--- config.mk ---
export PLATFORM = sky130hd
export DESIGN_NAME = ppu_timing_flat
export DESIGN_NICKNAME = d
export VERILOG_FILES = /design/src/hdl/ppu_pkg.sv /design/src/hdl/ppu_ifs.sv /design/src/hdl/ppu_timing.sv /design/src/flat_wrapper.sv
export VERILOG_INCLUDE_DIRS = /design/src /design/src/hdl
export SDC_FILE = /design/constraint.sdc
export NUM_CORES = 1
export LEC_CHECK = 0
export BUFFER_PORTS_ARGS = -buffer_cell sky130_fd_sc_hd__buf_4
export CAP_MARGIN = 20
export CORE_MARGIN = 8
export CORE_UTILIZATION = 33
export DETAILED_ROUTE_END_ITERATION = 16
export GPL_TIMING_DRIVEN = 0
export MAX_ROUTING_LAYER = met4
export PLACE_DENSITY = 0.51
export SYNTH_ARGS = -nofsm -noshare
export SYNTH_HDL_FRONTEND = slang
export SYNTH_SLANG_ARGS = --single-unit
--- constraint.sdc ---
create_clock -name clk -period 5.3 [get_ports clk]
set_clock_uncertainty 0.05 [all_clocks]
set_input_delay 1.06 -clock clk [delete_from_list [all_inputs] [get_ports clk]]
set_output_delay 1.06 -clock clk [all_outputs]
set_load 0.05 [all_outputs]
--- src/hdl/ppu_settings.svh ---
`ifndef PPU_SETTINGS_SVH
`define PPU_SETTINGS_SVH

// ==================================================
// Line and frame geometry
// ==================================================
`define PPU_DOTS_PER_LINE   456
`define PPU_LINES_PER_FRAME 154
`define PPU_VISIBLE_LINES   144
`define PPU_SCREEN_WIDTH    160
// Length of mode 2 at the start of each visible line
`define PPU_OAM_SCAN_DOTS   80

// ==================================================
// CPU address map
// ==================================================
`define PPU_VRAM_START 16'h8000
`define PPU_VRAM_END   16'h9FFF
`define PPU_REG_START  16'hFF40
`define PPU_REG_END    16'hFF4B
// OAM DMA register, not mapped here
`define PPU_DMA_ADDR   16'hFF46

// Background pixel FIFO entries
`define PPU_FIFO_DEPTH 16

`endif

--- src/hdl/ppu_pkg.sv ---
package ppu_pkg;

  // ==================================================
  // Display and fetcher states
  // ==================================================

  // Encoding matches STAT bits 1:0
  typedef enum logic [1:0] {
    mode_hblank   = 2'd0,
    mode_vblank   = 2'd1,
    mode_oam_scan = 2'd2,
    mode_transfer = 2'd3
  } ppu_mode_t;

  // Background fetch steps
  typedef enum logic [1:0] {
    fetch_tile,
    fetch_low,
    fetch_high,
    fetch_push
  } fetch_state_t;

  // ==================================================
  // Widths
  // ==================================================
  typedef logic [7:0]  byte_t;
  typedef logic [15:0] cpu_addr_t;
  typedef logic [12:0] vram_addr_t;
  typedef logic [8:0]  dot_t;
  typedef logic [1:0]  color_t;
  // Plane 1 in the high byte, MSB is the leftmost pixel
  typedef logic [15:0] tile_row_t;

endpackage

--- src/hdl/ppu_ifs.sv ---
`timescale 1ns/100ps

// LCD register view shared by all blocks
interface ppu_regs_if import ppu_pkg::*; ();
  byte_t      lcdc;
  byte_t      scx;
  byte_t      scy;
  byte_t      bgp;
  byte_t      lyc;
  // STAT bits 6:3
  logic [3:0] stat_enable;
  byte_t      ly;
  ppu_mode_t  mode;
  logic       coincidence;

  modport cpu (output lcdc, scx, scy, bgp, lyc, stat_enable,
               input ly, mode, coincidence);
  modport timing (input lcdc, lyc, stat_enable,
                  output ly, mode, coincidence);
  modport reader (input lcdc, scx, scy, bgp, ly, mode);
endinterface


--- src/hdl/ppu_timing.sv ---
`timescale 1ns/100ps
`include "ppu_settings.svh"

module ppu_timing import ppu_pkg::*; (
  input  logic        clk,
  input  logic        reset,
  ppu_regs_if.timing  regs,
  input  logic        line_done,
  output logic        flush,
  output logic        vblank_req,
  output logic        stat_req
);

  dot_t      dot;
  byte_t     next_ly;
  logic      lcd_on;
  logic      line_end;
  byte_t     ly_prev;
  ppu_mode_t mode_prev;
  logic      lyc_hit;
  logic      mode_hit;

  assign lcd_on = regs.lcdc[7];
  assign line_end = (dot == dot_t'(`PPU_DOTS_PER_LINE - 1));
  // Line after the current one, wrapping at frame end
  assign next_ly = (regs.ly == byte_t'(`PPU_LINES_PER_FRAME - 1)) ? '0 : regs.ly + 1'b1;

  // ==================================================
  // Dot and line counters
  // ==================================================
  always_ff @(posedge clk or posedge reset) begin
    if (reset) begin
      dot        <= '0;
      regs.ly    <= '0;
      vblank_req <= 1'b0;
    end else begin
      vblank_req <= 1'b0;
      if (!lcd_on) begin
        // Held at the top of the frame
        dot     <= '0;
        regs.ly <= '0;
      end else if (line_end) begin
        dot     <= '0;
        regs.ly <= next_ly;
        // Pulse on entry to line 144
        if (next_ly == byte_t'(`PPU_VISIBLE_LINES)) vblank_req <= 1'b1;
      end else begin
        dot <= dot + 1'b1;
      end
    end
  end

  // ==================================================
  // Mode FSM
  // ==================================================
  always_ff @(posedge clk or posedge reset) begin
    if (reset) begin
      regs.mode <= mode_oam_scan;
      flush     <= 1'b0;
    end else begin
      flush <= 1'b0;
      if (!lcd_on) begin
        regs.mode <= mode_oam_scan;
        // Clear a half-finished line
        flush     <= (regs.mode == mode_transfer);
      end else if (line_end) begin
        regs.mode <= (next_ly >= byte_t'(`PPU_VISIBLE_LINES)) ? mode_vblank : mode_oam_scan;
        flush     <= (regs.mode == mode_transfer);
      end else begin
        case (regs.mode)
          mode_oam_scan: begin
            if (dot == dot_t'(`PPU_OAM_SCAN_DOTS - 1)) regs.mode <= mode_transfer;
          end
          // Variable length, ends after the last pixel
          mode_transfer: begin
            if (line_done) begin
              regs.mode <= mode_hblank;
              flush     <= 1'b1;
            end
          end
          default: ;
        endcase
      end
    end
  end

  // ==================================================
  // Coincidence and STAT interrupt
  // ==================================================
  assign lyc_hit = regs.stat_enable[3] && (regs.ly != ly_prev) && (regs.ly == regs.lyc);
  assign mode_hit = (regs.mode != mode_prev) &&
                    ((regs.stat_enable[2] && regs.mode == mode_oam_scan) ||
                     (regs.stat_enable[1] && regs.mode == mode_vblank) ||
                     (regs.stat_enable[0] && regs.mode == mode_hblank));

  always_ff @(posedge clk or posedge reset) begin
    if (reset) begin
      regs.coincidence <= 1'b0;
      ly_prev          <= '0;
      mode_prev        <= mode_oam_scan;
      stat_req         <= 1'b0;
    end else begin
      regs.coincidence <= (regs.ly == regs.lyc);
      ly_prev          <= regs.ly;
      mode_prev        <= regs.mode;
      // Silent while the display is off
      stat_req         <= lcd_on && (lyc_hit || mode_hit);
    end
  end

endmodule

--- src/flat_wrapper.sv ---
// flat-port wrapper written by rule: the top's interface ports become plain ports
module ppu_timing_flat import ppu_pkg::*;
  (clk, reset, line_done, flush, vblank_req, stat_req, regs_lcdc, regs_lyc, regs_stat_enable, regs_ly, regs_mode, regs_coincidence);
  ppu_regs_if regs_i ();
  input  logic clk;
  input  logic reset;
  input  logic line_done;
  output logic flush;
  output logic vblank_req;
  output logic stat_req;
  input wire logic [$bits(regs_i.lcdc)-1:0] regs_lcdc;
  input wire logic [$bits(regs_i.lyc)-1:0] regs_lyc;
  input wire logic [$bits(regs_i.stat_enable)-1:0] regs_stat_enable;
  output wire logic [$bits(regs_i.ly)-1:0] regs_ly;
  output wire logic [$bits(regs_i.mode)-1:0] regs_mode;
  output wire logic [$bits(regs_i.coincidence)-1:0] regs_coincidence;
  assign regs_i.lcdc = regs_lcdc;
  assign regs_i.lyc = regs_lyc;
  assign regs_i.stat_enable = regs_stat_enable;
  assign regs_ly = regs_i.ly;
  assign regs_mode = regs_i.mode;
  assign regs_coincidence = regs_i.coincidence;
  ppu_timing u_core (.clk(clk), .reset(reset), .regs(regs_i), .line_done(line_done), .flush(flush), .vblank_req(vblank_req), .stat_req(stat_req));
endmodule
; Word level (Yosys, flattened, before mapping)
; Index checks and enable logic that the tools add are counted.
[op_classes]
eq_ne = 14
n_reduce_logical = 12
n_mux = 18
n_lt_le_gt_ge = 1
add_sub_neg = 2
[ops]
columns = cell, n
row1 = two-way mux 8 bit, 3
row2 = two-way mux 9 bit, 2
row3 = "== test 8 bit, second input constant", 2
row4 = two-way mux 2 bit, 5
row5 = "adder 9 x 1 -> 9 bit, second input constant", 1
row6 = "== test 9 x 7 -> 1 bit, second input constant", 1
row7 = "== test 9 bit, second input constant", 1
row8 = "adder 8 x 1 -> 8 bit, second input constant", 1
row9 = == test 8 bit, 1
row10 = ">= comparator 8 bit, second input constant", 1
row11 = != test 8 bit, 1
row12 = logical AND 1 bit, 7
row13 = two-way mux 1 bit, 7
row14 = "== test 2 bit, second input constant", 2
row15 = "!= test 4 x 1 -> 1 bit, second input constant", 1
row16 = "!= test 4 x 2 -> 1 bit, second input constant", 1
row17 = "!= test 4 x 3 -> 1 bit, second input constant", 1
row18 = one-hot mux 2 bit (2 select lines), 1
row19 = logical OR 1 bit, 3
row20 = AND reduction 3 bit, 1
row21 = "== test 2 x 1 -> 1 bit, second input constant", 1
row22 = zero test 2 bit, 1
row23 = "!= test 2 x 1 -> 1 bit, second input constant", 1
row24 = != test 2 bit, 1
[totals]
word_cells = 56
ff_bits = 33
input_bits = 23

; Longest topological paths before layout
; Gate-level depths: netlist of run 1.
[logic_depth]
word_depth = 7
mapped_depth = 8
mapped_depth_nobuf = 6

; Worst setup path after synthesis of run 1
; OpenSTA, ideal clock, no wires.
[synth_timing]
kind = register to register
startpoint = register u_core.regs.ly[1]
endpoint = register u_core.regs.mode[1]
required_ps = 5167
setup_slack_ps = 3093
setup_ps = 83
arrival_ps = 2073
path_stages_with_launch = 9
cell_sequence = dfrtp_1 -> clkbuf_1 -> inv_1 -> ha_1 -> nand4b_1 -> o31ai_1 -> or2_1 -> buf_6 -> o32a_1
[synth_between]
elab_chain_len = 6
[synth_rtl]
columns = element, line_no
row1 = from (decl), ppu_ifs.sv:19  ; output ly, mode, coincidence);
row2 = from (signal assigned), ppu_timing.sv:44  ; regs.ly <= next_ly;
row3 = adder 8 x 1 -> 8 bit / == test 8 bit (equally long branches), ppu_timing.sv:26  ; assign next_ly = (regs.ly == byte_t'(`PPU_LINES_PER_FRAME - 1)) ? '0 : regs.ly + 1'b1;
row4 = two-way mux 8 bit *, ppu_timing.sv:26
row5 = >= comparator 8 bit *, ppu_timing.sv:67  ; regs.mode <= (next_ly >= byte_t'(`PPU_VISIBLE_LINES)) ? mode_vblank : mode_oam_scan;
row6 = two-way mux 2 bit *, ppu_timing.sv:67
row7 = two-way mux 2 bit *, ppu_timing.sv:66  ; end else if (line_end) begin
row8 = two-way mux 2 bit *, ppu_timing.sv:62  ; if (!lcd_on) begin
row9 = to (signal assigned), ppu_timing.sv:63  ; regs.mode <= mode_oam_scan;
row10 = to (signal assigned), ppu_timing.sv:67
row11 = to (signal assigned), ppu_timing.sv:72  ; if (dot == dot_t'(`PPU_OAM_SCAN_DOTS - 1)) regs.mode <= mode_transfer;
row12 = to (decl), ppu_ifs.sv:19
; Mark *: on every way between the ends. The rest lies on a longest branch, timed or not.
; A chain may end at the register's enable or synchronous reset.

; Final worst setup path of run 1
[layout_timing]
startpoint = register u_core.regs.mode[1]
endpoint = output regs_mode[1]
[layout_lines]
columns = element, line_no
row1 = from (signal assigned), ppu_timing.sv:58  ; regs.mode <= mode_oam_scan;
row2 = from (signal assigned), ppu_timing.sv:63
row3 = from (signal assigned), ppu_timing.sv:67
row4 = to (decl), flat_wrapper.sv:15  ; output wire logic [$bits(regs_i.mode)-1:0] regs_mode;
; No word-level cell between the ends.

==> impl_metrics.toml, run 1 <==
[synth]
ys_seq_elements = 33
syn_nets = 198
synth_top_area_cell = "dfrtp_1"
synth_cells = 172
yosysSeqAreaShare = 0.468
synth_edf_count = 0
yosys.area.top_type_share = 0.438
avgSynthCellArea_um2 = 10.3
ys_types = 51
async_reset_ff_frac = 1.00
synth_area_leaders = "dfrtp_1 (44%), xnor2_1 (7.4%), xor2_1 (4.9%)"
synthFlopType = "dfrtp_1"
syn_area_mm2 = 0.00177
yosysWarnings = 0
ys_top_cells_by_count = "dfrtp_1 (31), xnor2_1 (15), nand2_1 (14)"
synth.most_common_cell = "dfrtp_1"

[cts]
cts_setup_buffers = 0
cts_buffers = 5
cts_resized = 0
clk_pin_slew_ns = 0.06
clkLatencyLatePin_ns = 0.28
hold_buffers = 0
cts_root_buf = "clkbuf_8"
cts_max_level = 2
cts_tree = "done"
clkSinkCount = 33
clk_path_buf_depth = 2

[layout]
multiInputGateArea_um2 = 873
diodes = 0
fillers = 521
fin_area_mm2 = 0.00222
final_nets = 235
area_delta_synth_final_pct = 25.4
drive_above_1_share = 0.252
regArea_um2 = 828

[drt]
num_vias = 1375
postRouteAntennaNets = 0
drt_wl_total_mm = 4.35
vias_per_cell = 4.91
first_iter_violations = 72
routedWlPerCell_um = 15.5
firstDrtPassIters = 4
drc_errors = 0

[timing]
min_period_ns = 2.23
worst_slack_ns = 3.07
hold_slack_ns = 0.351
period_share = 0.421
maxSlewViolCount = 0
setup_viol = 0
finalHoldViolCount = 0
fmax_ghz = 0.448
worst_pin_slew_ns = 0.721
slew_headroom = 0.519
rsz0062_at_grt = "no"
setup_tns_ns = 0

[run_status]
outcome = "finished clean"

[worst_setup_path]
r2r_end = "u_core.vblank_req$_DFF_PP0_"
critPathMaxFanout = 9
path_cells = "buf_4"
startpoint_type = "flip-flop"
r2r_cells = 8
arrival_ns = 1.12
slowest_stage = "dfstp_2"
cp_top_family = "flip-flops"
crit_type = "reg2out"
path_buf_inv = 1
ff2ff_setup_slack_ns = 3.15
crit_required_ns = 4.19
critical_path.max_stage_delay_ns = 0.62
endpoint_kind = "output port"
rr_startpoint = "u_core.regs.ly[1]$_DFFE_PP0P_"

[die]
rows = 26
core_mm2 = 0.00514
die_h_um = 89.3
die_area_mm2 = 0.00797
start_util = 0.345
io_pins = 37
die_w_um = 89.3

[global_routing]
track_usage = 0.118
grt_util_met2 = 0.196
grt_busiest_layer = "met2"
grt_max_degree = 19
groute.layer.met3.usage = 0.0331
overflow = 0
antenna_found_initial = 0
grt_pass1_wl_mm = 6.89
grt_pass1_vias = 1418
use_met1 = 0.130

[min_path]
min_to = "u_core.ly_prev[5]$_DFF_PP0_"
worstHoldPathType = "reg2reg"
holdPathStages = 0
worstHoldStart = "u_core.regs.ly[5]$_DFFE_PP0P_"

[power]
p_sw_frac = 0.196
power_frac_seq = 0.488
power.share.clock = 0.459
power_switching_uw = 103
intPower_uw = 421
power_density_mw_per_mm2 = 236
vdd_ir_drop_max_mv = 0.0977
leakage_uw = 0.00100
pwr-share-comb = 0.054

[placement]
pre_cts_ws_ns = 3.14
place_hpwl_mm = 3.34
dpl_cell_area_mm2 = 0.00210
gp_congestion = 0.831
portBuffers = 29

[job]
maxCapViolations = 0
cell type report:
class,count,share of cell area
Clock buffer,7,0.0389
Buffer,10,0.0248
Clock inverter,1,0.0135
Sequential cell,33,0.373
Multi-Input combinational cell,125,0.393
Timing Repair Buffer,30,0.110
Inverter,4,0.00676
Tap cell,70,0.0394
placed cells by master, fill, tap and decap left out, types with 4 or more instances in the layout:
master,netlist,layout
nor3_1,5,5
dfrtp_1,31,31
xnor2_1,15,15
xor2_1,10,10
nor4_1,4,4
nand3_1,5,5
clkbuf_8,0,6
nand2_1,14,14
buf_4,1,30
nor2_1,13,13
nand2b_1,4,4
inv_1,4,4
o21ai_0,6,6
buf_2,5,5
clkbuf_1,3,4
per-stage QoR:
| step | power, uW | cells | util |
|---|---|---|---|
| 2_1_floorplan | 272 | 172 | - |
| 3_3_place_gp | 286 | 271 | 0.404 |
| 3_5_place_dp | 289 | 272 | 0.409 |
| 4_1_cts | 533 | 280 | 0.432 |
| 5_1_grt | 546 | 280 | 0.432 |
| 6_report | 524 | 280 | 0.432 |
logic make-up (layout without fill, tap and decap cells):
group	after synthesis	in the layout	share of synthesized area
compound gates	32	32	0.142
xor+xnor	25	25	0.124
fa+ha+maj	3	3	0.0212
buf+inv	14	52	0.0395
flops	33	33	0.468
mux	1	1	0.00565
simple gates	64	64	0.201
flip-flops by register name, indices dropped and copies added (netlist names):
register                 cells
u_core.flush                 1
u_core.vblank_req            1
u_core.stat_req              1
u_core.regs.coincidence      1
u_core.dot                   9
u_core.ly_prev               8
u_core.regs.ly               8
u_core.regs.mode             2
u_core.mode_prev             2
routing by layer:
metal | part of all wire | vias up | wire length (um)
met5 | 0 | - | 0
met4 | 0.011 | 0 | 48
met3 | 0.060 | 4 | 262
met2 | 0.51 | 32 | 2220
met1 | 0.42 | 663 | 1820
li1 | - | 676 | -
power groups by stage:
stage	Combinational, uW	Sequential [uW]	Clock (uW)
2_1_floorplan	12.4	260	0
3_3_place_gp	25.4	260	0
3_5_place_dp	28.6	260	0
4_1_cts	28.7	255	249
5_1_grt	31.3	256	259
6_report	28.0	255	240
worst max path at each step:
stage / depth (start not counted) / startpoint / end
after floorplan: 8 / u_core.regs.ly[1]$_DFFE_PP0P_ / u_core.regs.mode[1]$_DFFE_PP1P_
after global placement: 2 / reset / u_core.regs.ly[3]$_DFFE_PP0P_
after detailed placement: 4 / regs_lcdc[7] / u_core.regs.ly[1]$_DFFE_PP0P_
after CTS: 1 / u_core.regs.mode[1]$_DFFE_PP1P_ / regs_mode[1]
after global routing: 8 / u_core.regs.ly[1]$_DFFE_PP0P_ / u_core.regs.ly[5]$_DFFE_PP0P_
final: 1 / u_core.regs.mode[1]$_DFFE_PP1P_ / regs_mode[1]
worst reg2reg max path, delay by kind of cell (launching register included):
kind / cells / cell delay (ns)
buffers and inverters: 3 / 0.62
flip-flops: 1 / 0.39
adder cells (fa/ha/maj): 1 / 0.20
AND/OR/NAND/NOR: 2 / 0.36
AO/OA/AOI/OAI: 2 / 0.43
No activity file was read; power rests on OpenSTA's default activity.
==> run 2, diff against run 1 <==
clock period = 2.1 ns   (was 5.3 ns; I/O delays follow)
==> run 2 against run 1 <==
Effect of this change: sequential cell count is the same; worst setup slack lost 2.9 ns; critical path depth grew 4; critical endpoint is now u_core.vblank_req$_DFF_PP0_; highest routed layer unchanged.
==> impl_metrics.toml, run 2 (synthesized netlist as in run 1, its figures left out) <==
[placement]
gp_congestion = 0.832
place_hpwl_mm = 3.29
portBuffers = 29
pre_cts_ws_ns = -0.0182

[drt]
vias_per_cell = 4.86
first_iter_violations = 125
postRouteAntennaNets = 0
num_vias = 1357
firstDrtPassIters = 4
drc_errors = 0
drt_wl_total_mm = 4.23
routedWlPerCell_um = 15.2

[layout]
top_regs = "u_core.dot x9, u_core.ly_prev x8, u_core.regs.ly x8"
drive_above_1_share = 0.258
diodes = 0
largest_register_ffs = 9
final_nets = 234
layout_common_cells = "buf_4 (30), dfrtp_1 (30), xnor2_1 (15)"
largest_register = "u_core.dot"
area_delta_synth_final_pct = 23.3

[timing]
setup_tns_ns = 0
min_period_ns = 1.91
worst_pin_slew_ns = 0.707
finalHoldViolCount = 0
maxSlewViolCount = 0
worst_slack_ns = 0.186
rsz0062_at_grt = "no"
setup_viol = 0
period_share = 0.912
fmax_ghz = 0.522
slew_headroom = 0.528

[power]
leakage_uw = 0.000984
power_density_mw_per_mm2 = 535
vdd_ir_drop_max_mv = 0.229

[worst_setup_path]
path_buf_inv = 1
arrival_ns = 2.04
ff2ff_setup_slack_ns = 0.19
endpoint_kind = "flip-flop"
crit_cells = 5
critical_path.max_stage_delay_ns = 0.44
startpoint_type = "flip-flop"
crit_required_ns = 2.22
path_cells = "buf_4 > nand3_1 > nor4_1 > a41oi_1 > a2111oi_4"
slowest_stage = "nor4_1"
cp_top_family = "simple AND/OR/NAND/NOR gates"
critPathMaxFanout = 10
crit_type = "reg2reg"
r2r_cells = 5

[cts]
clkSinkCount = 33
hold_buffers = 0
cts_tree = "done"
cts_max_level = 2
cts_root_buf = "clkbuf_8"
clkLatencyLatePin_ns = 0.28
clk_path_buf_depth = 2
cts_setup_buffers = 0
clk_pin_slew_ns = 0.07
cts_buffers = 5

[die]
die_area_mm2 = 0.00797
io_pins = 37
rows = 26
die_w_um = 89.3
core_mm2 = 0.00514
die_h_um = 89.3
start_util = 0.345

[global_routing]
antenna_found_initial = 0
grt_pass1_wl_mm = 7.00
grt_pass1_vias = 1429
grt_busiest_layer = "met2"
groute.layer.met3.usage = 0.0368
use_met1 = 0.138
grt_max_degree = 19
overflow = 0
grt_util_met2 = 0.189
track_usage = 0.119

[job]
maxCapViolations = 0

[run_status]
outcome = "finished clean"

[min_path]
worstHoldPathType = "in2async"
==> run 2: cell count changes in the layout (fill, tap and decap cells not counted) <==
cell       change
clkinv_2       +2
dfrtp_2        +1
bufinv_16      -1
dfrtp_1        -1
clkbuf_1       -1
clkbuf_8       -1
==> run 2: worst paths after layout <==
kind,startpoint,to
max,u_core.regs.ly[3]$_DFFE_PP0P_,u_core.vblank_req$_DFF_PP0_
min,reset,u_core.mode_prev[0]$_DFF_PP0_
max reg2reg,u_core.regs.ly[3]$_DFFE_PP0P_,u_core.vblank_req$_DFF_PP0_
min reg2reg,u_core.regs.ly[2]$_DFFE_PP0P_,u_core.ly_prev[2]$_DFF_PP0_
max in group asynchronous,reset,u_core.regs.ly[1]$_DFFE_PP0P_
min in group clk,u_core.regs.ly[2]$_DFFE_PP0P_,u_core.ly_prev[2]$_DFF_PP0_
==> run 2: layout make-up <==
cell class / count / area (um2)
fillers: 526 / 2960
multi-input cells: 125 / 873
flip-flops and latches: 33 / 830
repair buffers: 30 / 245
well taps: 70 / 87.6
clock buffers: 6 / 72.6
plain buffers: 9 / 51.3
inverters: 4 / 15.0
clock inverters: 2 / 10.0
==> run 2: per-layer routing <==
layer,vias up,share of wire,routed length (um)
met2,32,0.49,2060
li1,675,-,-
met4,0,0.0050,21
met3,2,0.065,277
met1,648,0.44,1870
met5,-,0,0
==> run 2: metrics by stage <==
stage	instance area (um2)	hold slack [ns]	util	instances	total power, uW
detailed placement	2110	0.338	0.410	272	729
CTS	2180	0.224	0.425	279	1190
global placement	2080	0.333	0.404	271	721
finish	2180	0.200	0.425	279	1170
global route	2180	0.257	0.425	279	1220
floorplan	1770	0.383	-	172	687
==> run 2: what timing repair did <==
item | in CTS | in global routing
resized for setup | 0 | 0
setup endpoints to repair | 2 | 0
hold endpoints to repair | 0 | 0
==> run 2: report_power, final <==
part	total (uW)	switching, uW	internal [uW]	leakage [uW]
Combinational	69.9	34.9	35.0	0.000489
Clock	455	226	229	0.0000450
Sequential	645	4.28	640	0.000450
==> run 3, diff against run 2 <==
MAX_ROUTING_LAYER = unset   (was met4)
==> run 3 against run 2 <==
Effect of this change: first-iteration DRC count shrank 33%; register-to-register slack about the same; critical path type unchanged; critical endpoint unchanged; routed wire length hardly changed.
==> impl_metrics.toml, run 3 (synthesized netlist as in run 1, its figures left out) <==
[layout]
area_delta_synth_final_pct = 23.3
fin_cells = 279
largest_register_ffs = 9
final_nets = 234
final_core_util = 0.425
drive_above_1_share = 0.258
top_regs = "u_core.dot x9, u_core.ly_prev x8, u_core.regs.ly x8"
diodes = 0
largest_register = "u_core.dot"
layout_common_cells = "buf_4 (30), dfrtp_1 (30), xnor2_1 (15)"
fillers = 526

[drt]
num_vias = 1368
routedWlPerCell_um = 15.2
drt_wl_total_mm = 4.23
vias_per_cell = 4.90
firstDrtPassIters = 4
first_iter_violations = 84
drc_errors = 0
postRouteAntennaNets = 0

[min_path]
worstHoldPathType = "in2async"

[run_status]
outcome = "finished clean"

[worst_setup_path]
arrival_ns = 2.04
critical_path.max_stage_delay_ns = 0.44
startpoint_type = "flip-flop"
crit_type = "reg2reg"
crit_required_ns = 2.23
endpoint_kind = "flip-flop"
slowest_stage = "nor4_1"
critPathMaxFanout = 10
path_cells = "buf_4 > nand3_1 > nor4_1 > a41oi_1 > a2111oi_4"

[timing]
finalHoldViolCount = 0
period_share = 0.911
rsz0062_at_grt = "no"
hold_slack_ns = 0.195
fmax_ghz = 0.523
setup_viol = 0
worst_pin_slew_ns = 0.703
min_period_ns = 1.91
worst_slack_ns = 0.187
slew_headroom = 0.531
maxSlewViolCount = 0

[power]
leakage_uw = 0.000984
power_uw = 1170
vdd_ir_drop_max_mv = 0.229
power_density_mw_per_mm2 = 537

[die]
core_mm2 = 0.00514
io_pins = 37
die_area_mm2 = 0.00797
rows = 26
die_w_um = 89.3
start_util = 0.345
die_h_um = 89.3

[job]
maxCapViolations = 0

[cts]
clkLatencyLatePin_ns = 0.29
cts_buffers = 5
clk_path_buf_depth = 2
cts_resized = 0
clk_pin_slew_ns = 0.07
cts_setup_buffers = 0
hold_buffers = 0
cts_tree = "done"
clkSinkCount = 33
cts_max_level = 2
cts_root_buf = "clkbuf_8"

[placement]
gp_congestion = 0.819
pre_cts_ws_ns = -0.0182
place_hpwl_mm = 3.29
place_inst = 272
portBuffers = 29

[global_routing]
overflow = 0
grt_pass1_vias = 1427
grt_pass1_wl_mm = 6.98
antenna_found_initial = 0
track_usage = 0.115
grt_max_degree = 19
run 3: stage by stage:
step           area, um2  setup TNS [ns]
6_report            2180               0
5_1_grt             2180               0
4_1_cts             2180               0
3_5_place_dp        2110         -0.0244
3_3_place_gp        2080         -0.0115
2_1_floorplan       1770               0
run 3: worst paths after layout:
| kind | cells after the start | end | slack (ns) | from |
|---|---|---|---|---|
| max | 5 | u_core.vblank_req$_DFF_PP0_ | 0.19 | u_core.regs.ly[3]$_DFFE_PP0P_ |
| min | 2 | u_core.mode_prev[0]$_DFF_PP0_ | 0.19 | reset |
| max reg2reg | 5 | u_core.vblank_req$_DFF_PP0_ | 0.19 | u_core.regs.ly[3]$_DFFE_PP0P_ |
| min reg2reg | 0 | u_core.ly_prev[2]$_DFF_PP0_ | 0.35 | u_core.regs.ly[2]$_DFFE_PP0P_ |
| max in group asynchronous | 3 | u_core.regs.ly[1]$_DFFE_PP0P_ | 1.26 | reset |
| min in group clk | 0 | u_core.ly_prev[2]$_DFF_PP0_ | 0.35 | u_core.regs.ly[2]$_DFFE_PP0P_ |
run 3: cell type report:
| type | count | area [um2] | area share |
|---|---|---|---|
| multi-input cells | 125 | 873 | 0.400 |
| flip-flops and latches | 33 | 830 | 0.380 |
| repair buffers | 30 | 245 | 0.112 |
| well taps | 70 | 87.6 | 0.0401 |
| clock buffers | 6 | 72.6 | 0.0332 |
| plain buffers | 9 | 51.3 | 0.0235 |
| inverters | 4 | 15.0 | 0.00687 |
| clock inverters | 2 | 10.0 | 0.00458 |
run 3: routing by layer:
| layer | track usage | routed length, um |
|---|---|---|
| met5 | 0 | 0 |
| met4 | 0.0438 | 47 |
| met3 | 0.0368 | 271 |
| met2 | 0.189 | 2070 |
| met1 | 0.136 | 1840 |
run 3: critical path, delay by kind of cell (launching register included):
| family | cells | cell delay (ns) |
|---|---|---|
| and+or+nand+nor | 2 | 0.63 |
| AOI/OAI and AO/OA | 2 | 0.49 |
| DFF | 1 | 0.43 |
| buffers and inverters | 1 | 0.21 |
run 3: power by group:
group / leakage (uW) / internal, uW / total [uW] / switching (uW)
clock network: 0.0000450 / 229 / 457 / 228
logic: 0.000489 / 35.0 / 70.2 / 35.1
registers: 0.000450 / 641 / 645 / 4.28
total: 0.000984 / 905 / 1170 / 268
